### src/design/usb_rx_pkg.sv
package usb_rx_pkg;

    typedef logic [7:0]  byte_t;
    typedef logic [2:0]  rx_packet_t;
    typedef logic [15:0] crc16_t;

    // ----------------------------------------------------------------------
    // Line timing
    // ----------------------------------------------------------------------
    localparam int CLKS_PER_BIT = 8;
    localparam int SAMPLE_POINT = 4;   // Clocks after an edge
    localparam int STUFF_LIMIT  = 6;

    // ----------------------------------------------------------------------
    // Protocol values, bytes as seen LSB first on the wire
    // ----------------------------------------------------------------------
    localparam byte_t SYNC_BYTE = 8'h80;
    localparam byte_t PID_OUT   = 8'hE1;
    localparam byte_t PID_IN    = 8'h69;
    localparam byte_t PID_DATA0 = 8'hC3;
    localparam byte_t PID_DATA1 = 8'h4B;
    localparam byte_t PID_ACK   = 8'hD2;
    localparam byte_t PID_NAK   = 8'h5A;

    // Packet codes on rx_packet
    localparam rx_packet_t PKT_NONE  = 3'd0;
    localparam rx_packet_t PKT_OUT   = 3'd1;
    localparam rx_packet_t PKT_IN    = 3'd2;
    localparam rx_packet_t PKT_DATA0 = 3'd3;
    localparam rx_packet_t PKT_DATA1 = 3'd4;
    localparam rx_packet_t PKT_ACK   = 3'd5;
    localparam rx_packet_t PKT_NAK   = 3'd6;
    localparam rx_packet_t PKT_UNSUP = 3'd7;

    localparam crc16_t CRC16_POLY    = 16'h8005;
    localparam crc16_t CRC16_RESIDUE = 16'h800D;  // Remainder of a good packet

    typedef enum logic [2:0] {
        IDLE, SYNC, PID, TOKEN, DATA, WAIT_EOP, ERROR
    } rx_state_t;

    // Decoded line events, one bit per cycle at most
    typedef struct packed {
        logic bit_valid;
        logic bit_value;
        logic eop;
        logic stuff_err;
        logic active;     // Packet in progress
    } line_ev_t;

endpackage

### src/design/usb_bit_sampler.sv
`timescale 1ns/1ps

module usb_bit_sampler
    import usb_rx_pkg::*;
(
    input  logic     tb_clk,
    input  logic     tb_n_rst,
    input  logic     d_plus,
    input  logic     d_minus,
    output line_ev_t ev
);

    localparam int CNT_W  = $clog2(CLKS_PER_BIT);
    localparam int ONES_W = $clog2(STUFF_LIMIT + 1);

    logic [1:0]        dp_sync;
    logic [1:0]        dm_sync;
    logic              dp_prev;
    logic              dm_prev;
    logic [CNT_W-1:0]  clk_cnt;
    logic [ONES_W-1:0] ones_cnt;
    logic              last_dp;
    logic              se0_seen;
    logic              dp;
    logic              dm;
    logic              line_edge;
    logic              sample;
    logic              se0;
    logic              nrzi_bit;

    assign dp        = dp_sync[1];
    assign dm        = dm_sync[1];
    assign line_edge = (dp != dp_prev) || (dm != dm_prev);
    assign sample    = !line_edge && (clk_cnt == CNT_W'(SAMPLE_POINT - 1));
    assign se0       = !dp && !dm;
    assign nrzi_bit  = (dp == last_dp);  // No change means a one

    // ----------------------------------------------------------------------
    // Synchronizer and bit timing recovery
    // ----------------------------------------------------------------------
    always_ff @(posedge tb_clk, negedge tb_n_rst) begin
        if (!tb_n_rst) begin
            dp_sync <= 2'b11;  // Idle J
            dm_sync <= 2'b00;
            dp_prev <= 1'b1;
            dm_prev <= 1'b0;
            clk_cnt <= '0;
        end else begin
            dp_sync <= {dp_sync[0], d_plus};
            dm_sync <= {dm_sync[0], d_minus};
            dp_prev <= dp;
            dm_prev <= dm;
            if (line_edge || clk_cnt == CNT_W'(CLKS_PER_BIT - 1)) begin
                clk_cnt <= '0;
            end else begin
                clk_cnt <= clk_cnt + 1'b1;
            end
        end
    end

    // ----------------------------------------------------------------------
    // NRZI decode, unstuffing, EOP
    // ----------------------------------------------------------------------
    always_ff @(posedge tb_clk, negedge tb_n_rst) begin
        if (!tb_n_rst) begin
            ev       <= '0;
            ones_cnt <= '0;
            last_dp  <= 1'b1;
            se0_seen <= 1'b0;
        end else begin
            ev.bit_valid <= 1'b0;
            ev.eop       <= 1'b0;
            ev.stuff_err <= 1'b0;
            if (sample) begin
                if (se0) begin
                    se0_seen <= 1'b1;
                    if (se0_seen && ev.active) begin
                        ev.eop    <= 1'b1;
                        ev.active <= 1'b0;
                    end
                end else begin
                    se0_seen <= 1'b0;
                    last_dp  <= dp;
                    if (!ev.active) begin
                        if (!dp) begin  // First K starts the sync field
                            ev.active    <= 1'b1;
                            ev.bit_valid <= 1'b1;
                            ev.bit_value <= 1'b0;
                            ones_cnt     <= '0;
                        end
                    end else if (ones_cnt == ONES_W'(STUFF_LIMIT)) begin
                        ones_cnt     <= '0;   // Stuffed zero dropped
                        ev.stuff_err <= nrzi_bit;
                    end else begin
                        ev.bit_valid <= 1'b1;
                        ev.bit_value <= nrzi_bit;
                        ones_cnt     <= nrzi_bit ? ones_cnt + 1'b1 : '0;
                    end
                end
            end
        end
    end

    assert property (@(posedge tb_clk) disable iff (!tb_n_rst)
        !(ev.bit_valid && ev.eop));

endmodule

### src/design/usb_crc16.sv
`timescale 1ns/1ps

module usb_crc16
    import usb_rx_pkg::*;
(
    input  logic     tb_clk,
    input  logic     tb_n_rst,
    input  line_ev_t ev,
    input  logic     crc_en,
    input  logic     crc_clear,
    output logic     crc_ok
);

    crc16_t crc;
    logic   fb;

    assign fb = crc[15] ^ ev.bit_value;

    // Serial update in wire order, payload then CRC field
    always_ff @(posedge tb_clk, negedge tb_n_rst) begin
        if (!tb_n_rst) begin
            crc <= '1;
        end else if (crc_clear) begin
            crc <= '1;
        end else if (crc_en && ev.bit_valid) begin
            crc <= {crc[14:0], 1'b0} ^ (fb ? CRC16_POLY : '0);
        end
    end

    assign crc_ok = (crc == CRC16_RESIDUE);

endmodule

### src/design/usb_rx.sv
`timescale 1ns/1ps

module usb_rx
    import usb_rx_pkg::*;
(
    input  logic       tb_clk,
    input  logic       tb_n_rst,
    input  logic       d_plus,
    input  logic       d_minus,
    input  logic       r_enable,
    output rx_packet_t rx_packet,
    output byte_t      rx_packet_data,
    output logic       store_rx_packet,
    output logic       packet_done,
    output logic       r_error
);

    line_ev_t ev;
    logic     byte_done;
    byte_t    rx_byte;
    logic     crc_en;
    logic     crc_clear;
    logic     crc_ok;

    usb_bit_sampler u_sampler (
        .tb_clk   (tb_clk),
        .tb_n_rst (tb_n_rst),
        .d_plus   (d_plus),
        .d_minus  (d_minus),
        .ev       (ev)
    );

    usb_rx_shift u_shift (
        .tb_clk    (tb_clk),
        .tb_n_rst  (tb_n_rst),
        .ev        (ev),
        .byte_done (byte_done),
        .rx_byte   (rx_byte)
    );

    usb_crc16 u_crc (
        .tb_clk    (tb_clk),
        .tb_n_rst  (tb_n_rst),
        .ev        (ev),
        .crc_en    (crc_en),
        .crc_clear (crc_clear),
        .crc_ok    (crc_ok)
    );

    usb_rx_ctrl u_ctrl (
        .tb_clk          (tb_clk),
        .tb_n_rst        (tb_n_rst),
        .r_enable        (r_enable),
        .ev              (ev),
        .byte_done       (byte_done),
        .rx_byte         (rx_byte),
        .crc_ok          (crc_ok),
        .crc_en          (crc_en),
        .crc_clear       (crc_clear),
        .rx_packet       (rx_packet),
        .rx_packet_data  (rx_packet_data),
        .store_rx_packet (store_rx_packet),
        .packet_done     (packet_done),
        .r_error         (r_error)
    );

endmodule

### src/design/usb_rx_ctrl.sv
`timescale 1ns/1ps

module usb_rx_ctrl
    import usb_rx_pkg::*;
(
    input  logic       tb_clk,
    input  logic       tb_n_rst,
    input  logic       r_enable,
    input  line_ev_t   ev,
    input  logic       byte_done,
    input  byte_t      rx_byte,
    input  logic       crc_ok,
    output logic       crc_en,
    output logic       crc_clear,
    output rx_packet_t rx_packet,
    output byte_t      rx_packet_data,
    output logic       store_rx_packet,
    output logic       packet_done,
    output logic       r_error
);

    rx_state_t  state;
    byte_t      hold_new;
    byte_t      hold_old;
    logic [1:0] byte_cnt;
    logic       partial;   // Bits since the last full byte
    logic       active_q;
    logic       pkt_start;
    logic       bad_end;
    rx_packet_t pid_pkt;

    function automatic rx_packet_t pid_code(byte_t pid);
        case (pid)
            PID_OUT:   return PKT_OUT;
            PID_IN:    return PKT_IN;
            PID_DATA0: return PKT_DATA0;
            PID_DATA1: return PKT_DATA1;
            PID_ACK:   return PKT_ACK;
            PID_NAK:   return PKT_NAK;
            default:   return PKT_UNSUP;
        endcase
    endfunction

    assign pkt_start = ev.active && !active_q;
    assign crc_en    = (state == DATA);
    assign crc_clear = (state == PID);
    assign pid_pkt   = pid_code(rx_byte);

    always_comb begin
        case (state)
            SYNC, PID, ERROR: bad_end = 1'b1;
            DATA:             bad_end = partial || (byte_cnt < 2'd2) || !crc_ok;
            default:          bad_end = partial;
        endcase
    end

    always_ff @(posedge tb_clk, negedge tb_n_rst) begin
        if (!tb_n_rst) begin
            active_q <= 1'b0;
            partial  <= 1'b0;
        end else begin
            active_q <= ev.active;
            if (byte_done || !ev.active) partial <= 1'b0;
            else if (ev.bit_valid)       partial <= 1'b1;
        end
    end

    // ----------------------------------------------------------------------
    // Packet FSM
    // ----------------------------------------------------------------------
    always_ff @(posedge tb_clk, negedge tb_n_rst) begin
        if (!tb_n_rst) begin
            state           <= IDLE;
            rx_packet       <= PKT_NONE;
            byte_cnt        <= '0;
            store_rx_packet <= 1'b0;
            rx_packet_data  <= '0;
            packet_done     <= 1'b0;
            r_error         <= 1'b0;
        end else begin
            store_rx_packet <= 1'b0;
            rx_packet_data  <= '0;
            packet_done     <= 1'b0;
            r_error         <= 1'b0;
            if (!r_enable) begin
                state <= IDLE;
            end else if (state == IDLE) begin
                if (pkt_start) begin
                    state     <= SYNC;
                    rx_packet <= PKT_NONE;
                end
            end else if (ev.eop) begin
                packet_done <= !bad_end;
                r_error     <= bad_end;
                state       <= IDLE;
            end else if (ev.stuff_err) begin
                state <= ERROR;
            end else if (byte_done) begin
                case (state)
                    SYNC: state <= (rx_byte == SYNC_BYTE) ? PID : IDLE;
                    PID: begin
                        byte_cnt <= '0;
                        if (rx_byte[7:4] != ~rx_byte[3:0]) begin
                            state <= ERROR;  // Check nibble mismatch
                        end else begin
                            rx_packet <= pid_pkt;
                            case (pid_pkt)
                                PKT_OUT, PKT_IN:     state <= TOKEN;
                                PKT_DATA0, PKT_DATA1: state <= DATA;
                                default:             state <= WAIT_EOP;
                            endcase
                        end
                    end
                    TOKEN: begin
                        byte_cnt <= byte_cnt + 1'b1;
                        if (byte_cnt == 2'd1) state <= WAIT_EOP;  // Address and endpoint
                    end
                    DATA: begin
                        if (byte_cnt == 2'd2) begin
                            store_rx_packet <= 1'b1;
                            rx_packet_data  <= hold_old;
                        end else begin
                            byte_cnt <= byte_cnt + 1'b1;
                        end
                    end
                    default: ;
                endcase
            end
        end
    end

    // Two-byte delay keeps the CRC out of the store stream
    always_ff @(posedge tb_clk) begin
        if (byte_done && state == DATA) begin
            hold_old <= hold_new;
            hold_new <= rx_byte;
        end
    end

    assert property (@(posedge tb_clk) disable iff (!tb_n_rst)
        store_rx_packet |-> !(packet_done || r_error));

    assert property (@(posedge tb_clk) disable iff (!tb_n_rst)
        !(packet_done && r_error));

endmodule

### src/design/usb_rx_shift.sv
`timescale 1ns/1ps

module usb_rx_shift
    import usb_rx_pkg::*;
(
    input  logic     tb_clk,
    input  logic     tb_n_rst,
    input  line_ev_t ev,
    output logic     byte_done,
    output byte_t    rx_byte
);

    logic [2:0] bit_cnt;
    logic [6:0] shreg;  // First seven bits of the byte

    always_ff @(posedge tb_clk, negedge tb_n_rst) begin
        if (!tb_n_rst) begin
            bit_cnt   <= '0;
            byte_done <= 1'b0;
        end else begin
            byte_done <= 1'b0;
            if (!ev.active) begin
                bit_cnt <= '0;  // Realign for the next packet
            end else if (ev.bit_valid) begin
                bit_cnt   <= bit_cnt + 1'b1;
                byte_done <= (bit_cnt == 3'd7);
            end
        end
    end

    always_ff @(posedge tb_clk) begin
        if (ev.bit_valid) begin
            shreg <= {ev.bit_value, shreg[6:1]};
            if (bit_cnt == 3'd7) rx_byte <= {ev.bit_value, shreg};
        end
    end

endmodule

### config.mk
export PLATFORM = sky130hd
export DESIGN_NAME = usb_rx
export DESIGN_NICKNAME = d
export VERILOG_FILES = /design/src/design/usb_rx_pkg.sv /design/src/design/usb_bit_sampler.sv /design/src/design/usb_crc16.sv /design/src/design/usb_rx.sv /design/src/design/usb_rx_ctrl.sv /design/src/design/usb_rx_shift.sv
export SDC_FILE = /design/constraint.sdc
export NUM_CORES = 1
export LEC_CHECK = 0
export ABC_CLOCK_PERIOD_IN_PS = 4200
export CAP_MARGIN = 20
export CORE_ASPECT_RATIO = 0.5
export CORE_MARGIN = 2
export CORE_UTILIZATION = 58
export CTS_CLUSTER_SIZE = 20
export DETAILED_ROUTE_END_ITERATION = 8
export DONT_BUFFER_PORTS = 1
export GPL_TIMING_DRIVEN = 1
export PLACE_DENSITY = 0.76
export SLEW_MARGIN = 20
export SYNTH_ARGS = -nofsm -noshare
export SYNTH_HDL_FRONTEND = slang
export SYNTH_SLANG_ARGS = --single-unit
### constraint.sdc
create_clock -name tb_clk -period 4.2 [get_ports tb_clk]
set_input_delay 0.84 -clock tb_clk [delete_from_list [all_inputs] [get_ports tb_clk]]
set_output_delay 0.84 -clock tb_clk [all_outputs]
set_load 0.01 [all_outputs]
==> results of run 1 <==
==> power by group through the flow <==
stage | clock network [mW] | logic (mW) | registers (mW)
2_1_floorplan | 0 | 0.0545 | 1.00
3_3_place_gp | 0 | 0.0610 | 1.01
4_1_cts | 0.822 | 0.0631 | 0.995
6_report | 0.800 | 0.0628 | 0.996
5_1_grt | 0.853 | 0.0722 | 1.00
3_5_place_dp | 0 | 0.0624 | 1.01
==> layer usage <==
metal / vias to the layer above / part of all wire / GRT usage
met5: - / 0 / 0
met4: 0 / 0.014 / 0.0748
met3: 13 / 0.058 / 0.0833
met2: 69 / 0.47 / 0.347
met1: 1178 / 0.46 / 0.263
li1: 1117 / - / -
==> synth_stat cells, types with 3 or more instances <==
cell | instances | share of area
xnor2_1 | 6 | 0.014
dfstp_2 | 20 | 0.14
nor4bb_1 | 3 | 0.0078
and2_1 | 12 | 0.020
nor2_1 | 17 | 0.017
inv_1 | 14 | 0.014
ha_1 | 9 | 0.029
nand2_1 | 36 | 0.035
a32oi_1 | 3 | 0.0068
a22o_1 | 4 | 0.0091
and3_1 | 5 | 0.0081
edfxtp_1 | 31 | 0.24
dfrtp_1 | 40 | 0.26
o211ai_1 | 5 | 0.0098
nand3_1 | 18 | 0.023
o21ai_0 | 10 | 0.013
xor2_1 | 4 | 0.0091
o2bb2ai_1 | 3 | 0.0068
a21oi_1 | 6 | 0.0078
buf_2 | 3 | 0.0039
clkbuf_1 | 7 | 0.0068
o31ai_1 | 5 | 0.0098
nor3_1 | 6 | 0.0078
nor2b_1 | 11 | 0.018
==> worst reg2reg max path, stage by stage, from the launching register on <==
cell and delay [ns]:
dfrtp_1 0.55, nor2_1 0.34, nand3_1 0.49, or3_1 0.52, nand3_1 0.09
==> cells by family (layout without fill, tap and decap cells) <==
group	after synthesis	in the layout
buf+inv	25	30
xor+xnor	10	10
flops	91	91
fa+ha+maj	9	9
compound gates	46	46
mux	3	3
simple gates	128	128
==> worst max path at each step <==
stage	startpoint	end	slack, ns	cells past startpoint
floorplan	r_enable	u_ctrl.state[1]	2.48	4
global placement	u_ctrl.state[1]	u_crc.crc[15]	2.30	4
detailed placement	u_ctrl.state[1]	u_crc.crc[15]	2.17	4
CTS	u_ctrl.state[1]	u_crc.crc[15]	2.16	4
global route	u_ctrl.state[1]	u_crc.crc[15]	1.93	4
finish	u_ctrl.state[1]	u_crc.crc[15]	2.14	4
==> sequential cells by signal (all words and copies together), names as in the netlist, 3 cells and up <==
register and count:
u_crc.crc 16, u_ctrl.hold_new 8, u_ctrl.hold_old 8, u_ctrl.rx_packet 3, u_ctrl.rx_packet_data 8, u_ctrl.state 3, u_sampler.clk_cnt 3, u_sampler.ev 5
u_sampler.ones_cnt 3, u_shift.bit_cnt 3, u_shift.rx_byte 8, u_shift.shreg 7
==> through the flow <==
step	worst slack (ns)	instance area, sq um	utilization
final	2.14	4200	0.673
after global routing	1.93	4200	0.673
after CTS	2.16	4200	0.673
after detailed placement	2.17	3900	0.625
after global placement	2.30	3900	0.625
after floorplan	2.48	3840	-
==> cell type report <==
type / instances / area (sq um)
tap: 88 / 110
fill: 426 / 2040
inverter: 14 / 52.6
sequential: 91 / 2460
multi-input combinational: 196 / 1280
clock inverter: 7 / 73.8
clock buffer: 9 / 225
==> results.md, run 1 <==
* # diodes at 0
* Initial drt markers at 167
* Slew HR at 0.534
* Synth cell types at 49
* Clock-pin slew of the registers on the worst-case setup and hold paths at 0.07 ns
* Worst Clk Skew at 0.00619 ns
* Slew of the pin with the lowest slew margin at roughly 0.7 ns
* Placed cells at between 300 and 400
* Combinational power share at 0.034
* Synth Area in Simple Gates at 0.182
* Antenna violations before repair at 0
* CP cell instances: nor2_1, nand3_1, or3_1, nand3_1
* Clock sink count at 91
* Leak at 1.68 nW
* Root buffer cell: clkbuf_16
* Antenna viol nets, final at 0
* Total power at 1.86 mW
* Family with the most delay on the worst path: simple AND/OR/NAND/NOR gates
* Via Count at 2377
* Worst vdd ir at slightly below 0.3 mV
* Area Growth Syn to Fin at 9.29%
* Post-CTS setup repair buffer count at 0
* Total of max-cap violations at 0
* Post-synthesis mux area share at 0.00815
* Buf/Inv on CP at 0
* Num rows at 20
* Fin crit share at 0.490
* RSZ-0062 raised after global routing: false
* Reg2reg start: u_ctrl.state[1]
* Sw power at about 0.40 mW
* Internal at 1.46 mW
* Final net count at between 300 and 400
* Initial DRT Pass Iterations at 4
* Ports at 19
* Final hold violation count at 0
* Clock latency on the worst-skew pair at 0.34 ns
* DRC at 0
* Register area share after synthesis at 0.640
* Worst R2R Setup Slack at 2.14 ns
* Hold-fix buffers at CTS at 0
* CTS tree: done
* Ys flop type: dfrtp_1
* Core area at 6230 sq um
* Number of gates resized after cts at 0
* Most common cell after layout, fill and taps aside: dfrtp_1
* Share of cells above drive strength 1 at 0.136
* FMAX at 0.486 GHz
* Synth Area per Inst at 12.3 sq um
* Period minus WS final at 2.06 ns
* Largest net degree at the start of global routing at 61
* Starting Density at 0.616
* H-tree levels at 3
* Most frequent cells in the layout: 40 x dfrtp_1, 36 x nand2_1, 31 x edfxtp_1, 20 x dfstp_2, 18 x nand3_1
* Main combinational cell family by area after synthesis: simple AND/OR/NAND/NOR gates
* Cell Area, Synth at roughly 3800 sq um
* Flop pwr share at 0.536
* PwrDens at 443 nW/um^2
* Routed wire per std cell at between 15 and 20 um
* Ys Warns at 0
* Proportion of power drawn by the clock network at 0.430
* Slew Viols, Final at 0
* Reg2reg end: u_crc.crc[15]
* CP Launch Type: register
* Routed vias/inst at 5.87
* Run status: completed
* Port-buffer cells at 0
* DRT Wirelength at 6.79 mm
* WP data required at roughly 4.5 ns
* Die height at 61.5 um
* CP max-delay cell: dfrtp_1
* Critical path endpoint category: register
* Final Non-Filler Cells at 405
* WP data arrival at 2.33 ns
* #FFs+latches synth at between 90 and 100
* Dpl hpwl at 4.67 mm
* Final setup fails at 0
* DIE AREA at 7320 sq um
* Post-synthesis xor/xnor area fraction at 0.0228
* Mapped Nets at 326
* Hold Crit Class: input port to async pin
* Vias in the first global route at 2318
* CTS Buf Count at 9
* Global Route Usage Sum at 0.211
* CTS max path bufs at 2
* Post-Synthesis Cells at 312
* CP Class: register to register
* Crit path top cell by count: nand3_1
* Worst-path fanout max at 18
* Post-synth EDFFs at 31
* Die W at 119 um
* Post-synth ARST share at 0.659
* Post-synthesis compound-gate area fraction at 0.0906
* Hold WS at 0.186 ns
* First-pass GRT wire length at approximately 11 mm
* Crit path largest cell delay at 0.55 ns
* Grt total ovfl at 0
* Adder-Cell Fraction of Synth Area at 0.0293
* GPL Wtd Cong at 0.835
* FF-to-FF path depth at 4
* Setup TNS at 0 ns
* Switch share at 0.215
No activity file was read; power rests on OpenSTA's default activity.
==> run 2: changes to the inputs <==
--- a/config.mk
+++ b/config.mk
@@ -5,7 +5,7 @@
 export SDC_FILE = /design/constraint.sdc
 export NUM_CORES = 1
 export LEC_CHECK = 0
-export ABC_CLOCK_PERIOD_IN_PS = 4200
+export ABC_CLOCK_PERIOD_IN_PS = 2150
 export CAP_MARGIN = 20
 export CORE_ASPECT_RATIO = 0.5
 export CORE_MARGIN = 2
==> constraint.sdc (replaced) <==
create_clock -name tb_clk -period 2.15 [get_ports tb_clk]
set_input_delay 0.43 -clock tb_clk [delete_from_list [all_inputs] [get_ports tb_clk]]
set_output_delay 0.43 -clock tb_clk [all_outputs]
set_load 0.01 [all_outputs]
==> run 2 against run 1 <==
Net effect:
- first-iteration DRC count is 16% lower
- register-to-register slack got worse by 1.9 ns
- sequential cell count unchanged
- setup slack worse by 1.9 ns
- critical endpoint is now u_ctrl.rx_packet[2]
- highest routed layer unchanged
==> results.md, run 2 (synthesis results as in run 1) <==
* Root buffer cell: clkbuf_16
* Sw power at 0.790 mW (+98%)
* WP data required at 2.37 ns (-2.11 ns)
* Worst-path fanout max at 10 (-8)
* Internal at 3.21 mW (+120%)
* Crit path largest cell delay at 0.49 ns (-0.06 ns)
* Multi-input logic area at 1280 sq um (unchanged)
* H-tree levels at 3 (unchanged)
* Worst Clk Skew at 0.00896 ns (+0.00278 ns)
* Final Non-Filler Cells at 411 (+1.5%)
* WL met2 at 3.30 mm (+4.6%)
* GPL Wtd Cong at 0.834 (-0.11%)
* Port-buffer cells at 0 (unchanged)
* Routed wire per std cell at 16.9 um (+0.88%)
* Switch share at 0.198 (-0.0175)
* Worst setup margin at 0.289 ns (-1.85 ns)
* Critical path endpoint category: register
* Fin crit share at 0.865 (+0.376)
* CTS Buf Count at 9 (unchanged)
* Final net count at 332 (+1.8%)
* CTS tree: done
* Fillers at 421 (-1.2%)
* Most flop-heavy register: u_crc.crc
* Clock sink count at 91 (unchanged)
* RSZ-0062 raised after global routing: false
* Starting Density at 0.616 (unchanged)
* Placed cells at 393 (+1.0%)
* Area after DPL at 3930 sq um (+0.77%)
* Hold-fix buffers at CTS at 2 (+2)
* Initial drt markers at 141 (-16%)
* Hold Crit Class: input port to register
* Worst vdd ir at 0.559 mV (+90%)
* Max reg flops at 16 (unchanged)
* Post-CTS setup repair buffer count at 0 (unchanged)
* Slew Viols, Final at 0 (unchanged)
* Dpl hpwl at 4.67 mm (+0.12%)
* Grt total ovfl at 0 (unchanged)
* Vias in the first global route at 2335 (+0.73%)
* Final hold violation count at 0 (unchanged)
* Global Route Usage Sum at 0.214 (+0.00264)
* Antenna viol nets, final at 0 (unchanged)
* Clock-pin slew of the registers on the worst-case setup and hold paths at 0.06 ns (about the same)
* Die height at 61.5 um (unchanged)
* WP data arrival at 2.08 ns (-0.25 ns)
* Number of gates resized after cts at 0 (unchanged)
* Final setup fails at 0 (unchanged)
* Most frequent cells in the layout: 40 x dfrtp_1, 36 x nand2_1, 31 x edfxtp_1, 20 x dfstp_2, 18 x nand3_1
* CP max-delay cell: dfrtp_1
* Final Cell Area at 4330 sq um (+3.2%)
* Top Metal Used: met4
* Leak at 1.74 nW (+3.9%)
* Initial DRT Pass Iterations at 4 (unchanged)
* CTS max path bufs at 2 (unchanged)
* Most common cell after layout, fill and taps aside: dfrtp_1
* WL met3 at 443 um (+13%)
* # diodes at 0 (unchanged)
* DRC at 0 (unchanged)
* FMAX at 0.537 GHz (+11%)
* Register area at 2460 sq um (unchanged)
* Area Growth Syn to Fin at 12.8%
* Flop pwr share at 0.487 (-0.049)
* PwrDens at 924 nW/um^2 (+110%)
* Combinational power share at 0.038 (+0.004)
* Via Count at 2379 (+0.084%)
* Die W at 119 um (unchanged)
* Slew HR at 0.615 (+0.0812)
* First-pass GRT wire length at 11.5 mm (+0.48%)
* Clock latency on the worst-skew pair at 0.35 ns (about the same)
* Core area at 6230 sq um (unchanged)
* DIE AREA at 7320 sq um (unchanged)
* DRT met1 WL at 3.07 mm (-2.3%)
* Largest net degree at the start of global routing at 61 (unchanged)
* CP Class: register to register
* Slew of the pin with the lowest slew margin at 0.569 ns (-0.130 ns)
* CP Launch Type: register
* Total power at 4.00 mW (+120%)
* Setup TNS at 0 ns (unchanged)
* Routed vias/inst at 5.79 (-1.4%)
* Num rows at 20 (unchanged)
* Run status: completed
* Antenna violations before repair at 0 (unchanged)
* Layout Utilization at 0.695 (+0.0217)
* Ports at 19 (unchanged)
* DRT Wirelength at 6.95 mm (+2.4%)
* DP Worst Slack at 0.357 ns (-1.81 ns)
* Proportion of power drawn by the clock network at 0.475 (+0.045)
* Total of max-cap violations at 0 (unchanged)
* Hold WS at 0.0814 ns (-0.105 ns)
* Period minus WS final at 1.86 ns (-0.196 ns)
* CP cell instances: or3b_4, a2111oi_4, o211ai_1, o2bb2ai_1
* Share of cells above drive strength 1 at 0.149 (+0.0130)
==> run 2: routing by layer <==
layer	vias up	GRT usage
met5	-	0
li1	1133	-
met3	15	0.0889
met4	0	0.0850
met2	66	0.351
met1	1165	0.261
==> run 2: worst max-delay path, delay by kind of cell, from the launching register on <==
kind	cells	cell delay, ns
compound gates	3	0.79
flops	1	0.49
simple gates	1	0.45
==> run 2: area by class of cell <==
class	count	share of cell area
Sequential cell	91	0.567
Multi-Input combinational cell	196	0.295
Clock buffer	10	0.0529
Clock inverter	6	0.0318
Tap cell	88	0.0254
Timing Repair Buffer	6	0.0156
Inverter	14	0.0121
==> run 2: final timing paths <==
kind,slack [ns],to,cells past startpoint,from
setup / recovery,0.29,u_ctrl.rx_packet[2],4,u_sampler.ev[1]
hold / removal,0.08,u_sampler.dp_sync[0],0,d_plus
setup reg to reg,0.29,u_ctrl.rx_packet[2],4,u_sampler.ev[1]
hold reg to reg,0.35,u_sampler.dm_sync[1],0,u_sampler.dm_sync[0]
max in group asynchronous,1.22,u_crc.crc[4],2,tb_n_rst
min in group asynchronous,0.61,u_ctrl.rx_packet_data[3],2,tb_n_rst
==> run 2: power by group through the flow <==
stage | registers [mW] | logic [mW] | clock network, mW
CTS | 1.95 | 0.155 | 1.93
finish | 1.95 | 0.152 | 1.90
global placement | 1.97 | 0.117 | 0
detailed placement | 1.98 | 0.122 | 0
global route | 1.96 | 0.177 | 2.00
floorplan | 1.96 | 0.107 | 0
